`config.mk`:
```
export PLATFORM = sky130hd
export DESIGN_NAME = cpu_top
export DESIGN_NICKNAME = d
export VERILOG_FILES = /design/src/cpu_pkg.sv /design/src/cpu_top.sv /design/src/cpu_memory.sv /design/src/cpu_execute.sv /design/src/cpu_decode.sv /design/src/cpu_fetch.sv /design/src/cpu_control.sv
export SDC_FILE = /design/constraint.sdc
export NUM_CORES = 2
export LEC_CHECK = 0
export ABC_CLOCK_PERIOD_IN_PS = 6500
export BUFFER_PORTS_ARGS = -buffer_cell sky130_fd_sc_hd__buf_4
export CELL_PAD_IN_SITES_DETAIL_PLACEMENT = 0
export CELL_PAD_IN_SITES_GLOBAL_PLACEMENT = 1
export CORE_ASPECT_RATIO = 1.25
export CORE_MARGIN = 5
export CORE_UTILIZATION = 25
export DETAILED_ROUTE_END_ITERATION = 12
export PLACE_DENSITY = 0.43
export SETUP_SLACK_MARGIN = 0.05
export SLEW_MARGIN = 5
export SYNTH_ARGS = -nofsm -noshare
export SYNTH_HDL_FRONTEND = slang
export SYNTH_HIERARCHICAL = 1
export SYNTH_SLANG_ARGS = --single-unit
```
`constraint.sdc`:
```
create_clock -name i_clock -period 6.5 [get_ports i_clock]
set_input_delay 1.3 -clock i_clock [delete_from_list [all_inputs] [get_ports i_clock]]
set_output_delay 1.3 -clock i_clock [all_outputs]
set_load 0.005 [all_outputs]
```
`src/cpu_pkg.sv`:
```
`default_nettype none

package cpu_pkg;

    // ##################################################################
    // Sizes
    // ##################################################################

    localparam int XLEN       = 32;
    localparam int REG_ADDR_W = 5;
    localparam int NUM_REGS   = 32;
    localparam int IMM_W      = 16;
    localparam int SHAMT_W    = 5;

    localparam logic [XLEN-1:0] PC_STEP = 32'd4; // One instruction word in bytes.

    // ##################################################################
    // Instruction encoding
    // ##################################################################

    typedef enum logic [5:0] {
        OP_RTYPE = 6'h00,
        OP_BEQ   = 6'h04,
        OP_BNE   = 6'h05,
        OP_ADDI  = 6'h08,
        OP_LW    = 6'h23,
        OP_SW    = 6'h2b,
        OP_HALT  = 6'h3f
    } opcode_e;

    typedef enum logic [5:0] {
        F_ADD = 6'h20,
        F_SUB = 6'h22,
        F_AND = 6'h24,
        F_OR  = 6'h25,
        F_XOR = 6'h26,
        F_SLT = 6'h2a
    } funct_e;

    typedef struct packed {
        opcode_e                opcode;
        logic [REG_ADDR_W-1:0]  rd;
        logic [REG_ADDR_W-1:0]  rs1;
        logic [REG_ADDR_W-1:0]  rs2;
        logic [SHAMT_W-1:0]     shamt;  // Reserved, no shifts in this ISA.
        funct_e                 funct;
    } inst_r_t;

    typedef struct packed {
        opcode_e                opcode;
        logic [REG_ADDR_W-1:0]  rd;     // Source for SW and the compare operand of BEQ/BNE.
        logic [REG_ADDR_W-1:0]  rs1;
        logic [IMM_W-1:0]       imm;
    } inst_i_t;

    typedef union packed {
        inst_r_t r;
        inst_i_t i;
    } inst_u;

    // ##################################################################
    // Step payloads and bus command
    // ##################################################################

    typedef struct packed {
        opcode_e                opcode;
        funct_e                 funct;
        logic [REG_ADDR_W-1:0]  rd;
        logic [XLEN-1:0]        value_a;
        logic [XLEN-1:0]        value_b;
        logic [XLEN-1:0]        imm;
        logic [XLEN-1:0]        pc;
    } dec_out_t;

    typedef struct packed {
        logic [REG_ADDR_W-1:0]  rd;
        logic [XLEN-1:0]        result;
        logic                   branch;
        logic [XLEN-1:0]        pc_next;
        logic                   mem_read;
        logic                   mem_write;
        logic [XLEN-1:0]        mem_address;
        logic [XLEN-1:0]        store_data;
    } exe_out_t;

    typedef struct packed {
        logic [REG_ADDR_W-1:0]  rd;     // Zero means nothing to write back.
        logic [XLEN-1:0]        rd_value;
        logic                   branch;
        logic [XLEN-1:0]        pc_next;
    } mem_out_t;

    typedef struct packed {
        logic                   rw;     // 1 is a write.
        logic [XLEN-1:0]        address;
        logic [XLEN-1:0]        wdata;
    } bus_req_t;

endpackage

`default_nettype wire
```
`src/cpu_top.sv`:
```
`timescale 1ns/1ps
`default_nettype none

module cpu_top
    import cpu_pkg::*;
(
    input  wire logic            i_clock,
    input  wire logic            i_arst_n,
    output logic                 o_bus_request,
    output bus_req_t             o_bus_cmd,
    input  wire logic            i_bus_ready,
    input  wire logic [XLEN-1:0] i_bus_rdata,
    output logic                 o_halted
);

    logic            fetch_start;
    logic            exec_start;
    logic            mem_start;
    logic            writeback;
    logic            fetch_done;
    logic            mem_done;
    logic            fetch_request;
    logic            mem_request;
    logic            fetch_bus_ready;
    logic            mem_bus_ready;
    bus_req_t        fetch_cmd;
    bus_req_t        mem_cmd;
    inst_u           instruction;
    logic [XLEN-1:0] pc;
    dec_out_t        dec;
    opcode_e         opcode;
    exe_out_t        exe;
    mem_out_t        mem_out;

    cpu_control u_control (
        .i_clock(i_clock), .i_arst_n(i_arst_n),
        .i_fetch_done(fetch_done), .i_mem_done(mem_done), .i_opcode(opcode),
        .i_fetch_request(fetch_request), .i_fetch_cmd(fetch_cmd),
        .i_mem_request(mem_request), .i_mem_cmd(mem_cmd), .i_bus_ready(i_bus_ready),
        .o_fetch_start(fetch_start), .o_exec_start(exec_start), .o_mem_start(mem_start),
        .o_writeback(writeback), .o_fetch_bus_ready(fetch_bus_ready),
        .o_mem_bus_ready(mem_bus_ready), .o_bus_request(o_bus_request),
        .o_bus_cmd(o_bus_cmd), .o_halted(o_halted)
    );

    cpu_fetch u_fetch (
        .i_clock(i_clock), .i_arst_n(i_arst_n), .i_fetch_start(fetch_start),
        .i_bus_ready(fetch_bus_ready), .i_bus_rdata(i_bus_rdata),
        .i_writeback(writeback), .i_mem_out(mem_out),
        .o_request(fetch_request), .o_cmd(fetch_cmd), .o_instruction(instruction),
        .o_pc(pc), .o_fetch_done(fetch_done)
    );

    cpu_decode u_decode (
        .i_clock(i_clock), .i_arst_n(i_arst_n), .i_instruction(instruction), .i_pc(pc),
        .i_writeback(writeback), .i_mem_out(mem_out), .o_dec(dec), .o_opcode(opcode)
    );

    cpu_execute u_execute (
        .i_clock(i_clock), .i_arst_n(i_arst_n), .i_exec_start(exec_start),
        .i_dec(dec), .o_exe(exe)
    );

    cpu_memory u_memory (
        .i_clock(i_clock), .i_arst_n(i_arst_n), .i_mem_start(mem_start), .i_exe(exe),
        .i_bus_ready(mem_bus_ready), .i_bus_rdata(i_bus_rdata),
        .o_request(mem_request), .o_cmd(mem_cmd), .o_mem_out(mem_out),
        .o_mem_done(mem_done)
    );

endmodule

`default_nettype wire

```
`src/cpu_memory.sv`:
```
`timescale 1ns/1ps
`default_nettype none

module cpu_memory
    import cpu_pkg::*;
(
    input  wire logic            i_clock,
    input  wire logic            i_arst_n,
    input  wire logic            i_mem_start,
    input  wire exe_out_t        i_exe,
    input  wire logic            i_bus_ready,
    input  wire logic [XLEN-1:0] i_bus_rdata,
    output logic                 o_request,
    output bus_req_t             o_cmd,
    output mem_out_t             o_mem_out,
    output logic                 o_mem_done
);

    logic accept;

    assign accept = o_request && i_bus_ready; // Transaction closes on this edge.

    always_ff @(posedge i_clock or negedge i_arst_n) begin
        if (!i_arst_n) begin
            o_request  <= 1'b0;
            o_mem_done <= 1'b0;
        end else begin
            o_mem_done <= 1'b0;
            if (accept) begin
                o_request  <= 1'b0;
                o_mem_done <= 1'b1;
            end
            if (i_mem_start) begin
                if (i_exe.mem_read || i_exe.mem_write) begin
                    o_request <= 1'b1;
                end else begin
                    o_mem_done <= 1'b1; // No access, done at once.
                end
            end
        end
    end

    always_ff @(posedge i_clock) begin
        if (i_mem_start) begin
            o_mem_out.rd       <= i_exe.rd;
            o_mem_out.rd_value <= i_exe.result;
            o_mem_out.branch   <= i_exe.branch;
            o_mem_out.pc_next  <= i_exe.pc_next;
            o_cmd.rw           <= i_exe.mem_write;
            o_cmd.address      <= i_exe.mem_address;
            o_cmd.wdata        <= i_exe.store_data;
        end else if (accept && !o_cmd.rw) begin
            o_mem_out.rd_value <= i_bus_rdata;
        end
    end

endmodule

`default_nettype wire

```
`src/cpu_execute.sv`:
```
`timescale 1ns/1ps
`default_nettype none

module cpu_execute
    import cpu_pkg::*;
(
    input  wire logic     i_clock,
    input  wire logic     i_arst_n,
    input  wire logic     i_exec_start,
    input  wire dec_out_t i_dec,
    output exe_out_t      o_exe
);

    logic [XLEN-1:0] alu_result;
    logic [XLEN-1:0] sum_imm;
    logic [XLEN-1:0] branch_target;
    logic            less_than;
    exe_out_t        exe_next;

    assign less_than = $signed(i_dec.value_a) < $signed(i_dec.value_b);

    always_comb begin
        case (i_dec.funct)
            F_ADD:   alu_result = i_dec.value_a + i_dec.value_b;
            F_SUB:   alu_result = i_dec.value_a - i_dec.value_b;
            F_AND:   alu_result = i_dec.value_a & i_dec.value_b;
            F_OR:    alu_result = i_dec.value_a | i_dec.value_b;
            F_XOR:   alu_result = i_dec.value_a ^ i_dec.value_b;
            F_SLT:   alu_result = {{(XLEN-1){1'b0}}, less_than};
            default: alu_result = '0;
        endcase
    end

    assign sum_imm       = i_dec.value_a + i_dec.imm; // ADDI result and LW/SW address.
    assign branch_target = i_dec.pc + PC_STEP + {i_dec.imm[XLEN-3:0], 2'b00};

    always_comb begin
        exe_next             = '0;
        exe_next.pc_next     = branch_target;
        exe_next.mem_address = sum_imm;
        exe_next.store_data  = i_dec.value_b;
        case (i_dec.opcode)
            OP_RTYPE: begin
                exe_next.rd     = i_dec.rd;
                exe_next.result = alu_result;
            end
            OP_ADDI: begin
                exe_next.rd     = i_dec.rd;
                exe_next.result = sum_imm;
            end
            OP_LW: begin
                exe_next.rd       = i_dec.rd;
                exe_next.mem_read = 1'b1;
            end
            OP_SW:   exe_next.mem_write = 1'b1;
            OP_BEQ:  exe_next.branch = (i_dec.value_a == i_dec.value_b);
            OP_BNE:  exe_next.branch = (i_dec.value_a != i_dec.value_b);
            default: ; // HALT and unknown opcodes leave no trace.
        endcase
    end

    always_ff @(posedge i_clock or negedge i_arst_n) begin
        if (!i_arst_n) begin
            o_exe <= '0;
        end else if (i_exec_start) begin
            o_exe <= exe_next;
        end
    end

endmodule

`default_nettype wire

```
`src/cpu_decode.sv`:
```
`timescale 1ns/1ps
`default_nettype none

module cpu_decode
    import cpu_pkg::*;
(
    input  wire logic            i_clock,
    input  wire logic            i_arst_n,
    input  wire inst_u           i_instruction,
    input  wire logic [XLEN-1:0] i_pc,
    input  wire logic            i_writeback,
    input  wire mem_out_t        i_mem_out,
    output dec_out_t             o_dec,
    output opcode_e              o_opcode
);

    logic [XLEN-1:0]       regs [NUM_REGS];
    logic [REG_ADDR_W-1:0] rs1;
    logic [REG_ADDR_W-1:0] rd;
    logic [REG_ADDR_W-1:0] src_b;
    logic                  rd_is_source;
    logic [XLEN-1:0]       value_a;
    logic [XLEN-1:0]       value_b;

    // ##################################################################
    // Field split and operand read
    // ##################################################################

    assign o_opcode = i_instruction.r.opcode;
    assign rs1      = i_instruction.r.rs1;
    assign rd       = i_instruction.r.rd;

    // SW stores rd, and BEQ/BNE compare rd against rs1.
    assign rd_is_source = o_opcode inside {OP_SW, OP_BEQ, OP_BNE};
    assign src_b        = rd_is_source ? rd : i_instruction.r.rs2;

    assign value_a = (rs1 == '0) ? '0 : regs[rs1];
    assign value_b = (src_b == '0) ? '0 : regs[src_b]; // Register 0 is hardwired to zero.

    always_comb begin
        o_dec.opcode  = o_opcode;
        o_dec.funct   = i_instruction.r.funct;
        o_dec.rd      = rd;
        o_dec.value_a = value_a;
        o_dec.value_b = value_b;
        o_dec.imm     = {{(XLEN-IMM_W){i_instruction.i.imm[IMM_W-1]}}, i_instruction.i.imm};
        o_dec.pc      = i_pc;
    end

    // ##################################################################
    // Register file write port
    // ##################################################################

    always_ff @(posedge i_clock or negedge i_arst_n) begin
        if (!i_arst_n) begin
            for (int i = 0; i < NUM_REGS; i++) begin
                regs[i] <= '0;
            end
        end else if (i_writeback && (i_mem_out.rd != '0)) begin
            regs[i_mem_out.rd] <= i_mem_out.rd_value;
        end
    end

endmodule

`default_nettype wire

```
`src/cpu_fetch.sv`:
```
`timescale 1ns/1ps
`default_nettype none

module cpu_fetch
    import cpu_pkg::*;
(
    input  wire logic            i_clock,
    input  wire logic            i_arst_n,
    input  wire logic            i_fetch_start,
    input  wire logic            i_bus_ready,
    input  wire logic [XLEN-1:0] i_bus_rdata,
    input  wire logic            i_writeback,
    input  wire mem_out_t        i_mem_out,
    output logic                 o_request,
    output bus_req_t             o_cmd,
    output inst_u                o_instruction,
    output logic [XLEN-1:0]      o_pc,
    output logic                 o_fetch_done
);

    always_ff @(posedge i_clock or negedge i_arst_n) begin
        if (!i_arst_n) begin
            o_pc         <= '0;
            o_request    <= 1'b0;
            o_fetch_done <= 1'b0;
        end else begin
            o_fetch_done <= 1'b0;
            if (i_writeback) begin
                o_pc <= i_mem_out.branch ? i_mem_out.pc_next : o_pc + PC_STEP;
            end
            if (i_fetch_start) begin
                o_request <= 1'b1;
            end else if (o_request && i_bus_ready) begin
                o_request    <= 1'b0;
                o_fetch_done <= 1'b1;
            end
        end
    end

    always_ff @(posedge i_clock) begin
        if (o_request && i_bus_ready) begin
            o_instruction <= inst_u'(i_bus_rdata);
        end
    end

    // The pc only moves on writeback, so the address is stable while requesting.
    assign o_cmd = '{rw: 1'b0, address: o_pc, wdata: '0};

endmodule

`default_nettype wire

```
`src/cpu_control.sv`:
```
`timescale 1ns/1ps
`default_nettype none

module cpu_control
    import cpu_pkg::*;
(
    input  wire logic     i_clock,
    input  wire logic     i_arst_n,
    input  wire logic     i_fetch_done,
    input  wire logic     i_mem_done,
    input  wire opcode_e  i_opcode,
    input  wire logic     i_fetch_request,
    input  wire bus_req_t i_fetch_cmd,
    input  wire logic     i_mem_request,
    input  wire bus_req_t i_mem_cmd,
    input  wire logic     i_bus_ready,
    output logic          o_fetch_start,
    output logic          o_exec_start,
    output logic          o_mem_start,
    output logic          o_writeback,
    output logic          o_fetch_bus_ready,
    output logic          o_mem_bus_ready,
    output logic          o_bus_request,
    output bus_req_t      o_bus_cmd,
    output logic          o_halted
);

    typedef enum logic [2:0] {
        S_IDLE,
        S_FETCH,
        S_DECODE,
        S_EXECUTE,
        S_MEMORY,
        S_WRITEBACK,
        S_HALTED
    } state_e;

    state_e state;
    logic   mem_owner;

    // ##################################################################
    // Step sequencer
    // ##################################################################

    always_ff @(posedge i_clock or negedge i_arst_n) begin
        if (!i_arst_n) begin
            state         <= S_IDLE;
            o_fetch_start <= 1'b0;
            o_exec_start  <= 1'b0;
            o_mem_start   <= 1'b0;
            o_writeback   <= 1'b0;
            o_halted      <= 1'b0;
        end else begin
            o_fetch_start <= 1'b0;
            o_exec_start  <= 1'b0;
            o_mem_start   <= 1'b0;
            o_writeback   <= 1'b0;
            case (state)
                S_IDLE: begin
                    state         <= S_FETCH;
                    o_fetch_start <= 1'b1;
                end
                S_FETCH: begin
                    if (i_fetch_done) begin
                        state <= S_DECODE;
                    end
                end
                S_DECODE: begin
                    if (i_opcode == OP_HALT) begin
                        state    <= S_HALTED;
                        o_halted <= 1'b1;
                    end else begin
                        state        <= S_EXECUTE;
                        o_exec_start <= 1'b1;
                    end
                end
                S_EXECUTE: begin
                    state       <= S_MEMORY;
                    o_mem_start <= 1'b1;
                end
                S_MEMORY: begin
                    if (i_mem_done) begin
                        state         <= S_WRITEBACK;
                        o_writeback   <= 1'b1;
                        o_fetch_start <= 1'b1; // Request rises right after writeback.
                    end
                end
                S_WRITEBACK: state <= S_FETCH;
                S_HALTED:    state <= S_HALTED;
                default:     state <= S_IDLE;
            endcase
        end
    end

    // ##################################################################
    // Bus steering
    // ##################################################################

    assign mem_owner = (state == S_MEMORY); // Memory owns the bus only in its own step.

    assign o_bus_request     = mem_owner ? i_mem_request : i_fetch_request;
    assign o_bus_cmd         = mem_owner ? i_mem_cmd : i_fetch_cmd;
    assign o_fetch_bus_ready = i_bus_ready && !mem_owner;
    assign o_mem_bus_ready   = i_bus_ready && mem_owner;

endmodule

`default_nettype wire

```
==> metrics.md <==
| Metric | Value |
|---|---|
| Syn-to-layout area delta | `17.93%` |
| CP Data Arrival Time | `6920 ps` |
| HP Class | `primary input to asynchronous set/reset pin` |
| Vias in the first global route | `59.22k` |
| Flop2flop setup slack | `240 ps` |
| CTS tree | `done` |
| Clock latency on the worst-skew pair | `860 ps` |
| First-pass GRT wire length | `472500 um` |
| Setup crit start | `u_fetch/o_instruction[27]` |
| Ys Warns | `6` |
| Final #Nets | `7030` |
| Via count | `57.07k` |
| Via/cell ratio | `5.134` |
| Post-route ant nets | `1` |
| Dpl hpwl | `227300 um` |
| Primary FF master, synth | `dfrtp_1` |
| Achievable Freq | `159.7 MHz` |
| GP Congestion | `0.8694` |
| Data required time at the worst endpoint | `7160 ps` |
| Post-layout total power | `26.09 mW` |
| Fin Hold WS | `368.7 ps` |
| Residual DRC | `0` |
| Placed Area | `0.08694 mm^2` |
| Post-synth EDFFs | `167` |
| Clock Skews | `57.95 ps` |
| Wirelength, routed | `336900 um` |
| Failing checks | `antenna violations` |
| Antenna violations before repair | `12` |
| R2R Path End | `u_execute/o_exe[124]` |
| H-tree depth | `4` |
| Maximum vdd drop | `0.1748 mV` |
| Root Driver | `clkbuf_16` |
| FF+latch area | `0.03515 mm^2` |
| Die Area | `0.3268 mm^2` |
| Setup crit end kind | `register` |
| Final Hold Vio Count | `0` |
| CTS Sinks | `1371` |
| Die Span X | `512.3 um` |
| Leakage | `40.79 nW` |
| Setup Viol. Count Final | `0` |
| Yosys top cell by area | `dfrtp_1` |
| Final Instance Area | `0.09299 mm^2` |
| FF+latch count, synth | `1371` |
| Multi-input gate area | `0.04033 mm^2` |
| Largest net degree at the start of global routing | `136` |
| RR Startpoint | `u_fetch/o_instruction[27]` |
| CP Class | `register to register` |
| CTS Hold Buffers Added | `0` |
| Ys async rst share | `87.82%` |
| Port bufs | `101` |
| FILL cells | `31.98k` |
| Syn Inst Count | `6626` |
| Outcome | `finished, violations left` |
| Fin crit period | `6263 ps` |
| Crit path max fanout | `29` |
| Clock-pin slew on the worst setup and hold paths | `60 ps` |
| Core area | `0.3140 mm^2` |
| Ports | `102` |
| RSZ-0062 raised after global routing | `true` |
| Share of the yosys chip area belonging to registers | `44.57%` |
| DR WL/cell | `30.31 um` |
| Tcrit/Tclk final | `96.35%` |
| Initial DRC Count | `3888` |
| TritonRoute pass-1 iters | `5` |
| Yosys top cell area share | `38.21%` |
| Starting density of the core | `25.11%` |
| Pwr Density | `280.6 mW/mm^2` |
| Mean cell area of the mapped netlist | `11.90 um^2` |
| Maxcap violations | `0` |
| Slew Limit Headroom | `8.019%` |
| Reg2Reg Depth | `25` |
| CTS buffer count | `169` |
| All-Layer GR Usage | `19.95%` |
| Post-synthesis cell type count | `106` |
| Slew @ Worst Pin | `1376 ps` |
| Top post-synthesis cells by area | `dfrtp_1, mux2_2, mux4_2` |
| Die Y | `637.9 um` |
| Fraction of layout cells with a size suffix above 1 | `38.19%` |
| Post-Syn Area | `0.07885 mm^2` |
| Startpoint Class | `register` |
| Max clock buf depth | `4` |
| Total grt overflow | `0` |
| Std-Cell Rows | `230` |
| Pins Over Slew Limit | `0` |
routing by layer:
layer / wire length (um) / part of all wire (%) / track usage [%]
met5: 52 / 0.015 / 0
met4: 13070 / 3.9 / 6.634
met3: 12330 / 3.7 / 2.336
met2: 174500 / 52 / 36.33
met1: 137000 / 41 / 24.36
layout make-up:
| cell class | count | share of cell area [%] |
|---|---|---|
| antenna | 16 | 0.04306 |
| sequential | 1371 | 37.80 |
| inverter | 133 | 0.5396 |
| clock buffer | 235 | 5.249 |
| timing repair buffer | 682 | 6.589 |
| tap | 4176 | 5.619 |
| multi-input combinational | 4442 | 43.37 |
| clock inverter | 61 | 0.7871 |
report_power, final:
part	total [mW]	switching (mW)	internal, mW
logic	6.17	3.81	2.36
registers	10.0	0.644	9.39
clock network	9.89	4.06	5.83
Yosys cell counts (43+ instances only):
| library cell | number |
|---|---|
| inv_1 | 131 |
| o22ai_1 | 90 |
| clkbuf_1 | 366 |
| nand4_1 | 43 |
| buf_4 | 176 |
| a21o_1 | 43 |
| edfxtp_1 | 167 |
| xnor2_1 | 62 |
| o211ai_1 | 57 |
| a21oi_1 | 289 |
| nor4_1 | 44 |
| mux4_2 | 346 |
| a31oi_1 | 73 |
| dfrtp_1 | 1204 |
| mux2_2 | 1192 |
| nand3_1 | 167 |
| nor3_1 | 65 |
| o21ai_0 | 122 |
| buf_2 | 52 |
| mux2i_1 | 205 |
| nor2_1 | 200 |
| ha_1 | 192 |
| buf_1 | 97 |
| nand2_1 | 695 |
timing repair:
item / in CTS / in global routing
setup endpoints to repair: 6 / 15
gates cloned: 0 / 5
pin swaps: 0 / 4
setup buffers: 0 / 9
resized for setup: 4 / 22
worst max-delay path: stages (launching register included):
cell and delay [ps]:
edfxtp_1 380, or4b_4 590, o22ai_4 210, buf_12 160, mux2_8 440, buf_12 210, mux4_2 470, a2111oi_1 550
buf_4 190, o32ai_1 70, buf_4 210, inv_1 90, ha_2 280, buf_4 140, inv_1 90, a21oi_1 330
nor3_1 90, nor2_1 100, buf_4 130, buf_4 140, a21oi_1 70, or3b_1 380, a21oi_1 210, xnor2_1 90
a211oi_1 270, o21ai_0 110
registers in the layout (all words and copies together) (netlist names):
| name | count |
|---|---|
| u_decode/regs | 1024 |
| u_execute/o_exe | 136 |
| u_memory/o_mem_out | 70 |
| u_memory/o_cmd | 65 |
| u_fetch/o_instruction | 32 |
| u_fetch/o_pc | 32 |
| u_control/state | 3 |
| u_control/o_exec_start | 1 |
| u_control/o_fetch_start | 1 |
| u_control/o_halted | 1 |
| u_control/o_mem_start | 1 |
| u_control/o_writeback | 1 |
| u_fetch/o_fetch_done | 1 |
| u_fetch/o_request | 1 |
| u_memory/o_mem_done | 1 |
| u_memory/o_request | 1 |
cell families (layout without fill, tap and decap cells):
| family | Yosys count | in the layout | synth area share (%) |
|---|---|---|---|
| compound gates | 975 | 975 | 8.112 |
| xor+xnor | 83 | 83 | 0.9219 |
| fa+ha+maj | 196 | 196 | 3.148 |
| buf+inv | 846 | 1111 | 5.221 |
| flops | 1371 | 1371 | 44.57 |
| mux | 1779 | 1780 | 30.16 |
| other cells | 1 | 49 | 0.004756 |
| simple gates | 1375 | 1375 | 7.863 |
through the flow:
stage	util, %	setup TNS [ps]	worst slack, ps	std cells
3_5_place_dp	27.69	-2.271	-2.271	10789
6_report	29.62	0	237.5	11116
3_3_place_gp	27.69	-22.68	-22.68	10789
2_1_floorplan	-	0	905.9	6658
5_1_grt	29.61	0	13.97	11102
4_1_cts	29.49	0	25.94	11085
cell usage in the layout, fill, tap and decap left out, types with 17 or more instances in the layout:
cell       instances
dfrtp_1         1202
mux2_2          1191
nand2_1          678
buf_4            604
mux4_2           346
a21oi_1          288
mux2i_1          194
ha_1             191
nor2_1           180
clkbuf_16        176
edfxtp_1         167
nand3_1          166
inv_1            131
o21ai_0          121
o22ai_1           90
a31oi_1           72
buf_12            66
xnor2_1           62
nor3_1            61
o211ai_1          57
nand4_1           43
a21o_1            43
nor4_1            38
a211oi_1          35
clkbuf_8          34
conb_1            33
nor2b_1           31
mux2_4            30
clkbuf_1          29
clkinv_2          29
nand2b_1          22
xor2_1            21
a22oi_1           21
o21a_1            20
a2111oi_0         20
and3_1            19
o21bai_1          18
o31ai_1           17
how the worst max path moves through the flow:
stage | endpoint | cells after the start
6_report | u_execute/o_exe[124] | 25
5_1_grt | u_execute/o_exe[129] | 25
4_1_cts | u_execute/o_exe[99] | 23
3_5_place_dp | u_execute/o_exe[99] | 17
3_3_place_gp | u_execute/o_exe[99] | 17
2_1_floorplan | u_execute/o_exe[117] | 24
(Power assumes the default switching activity.)
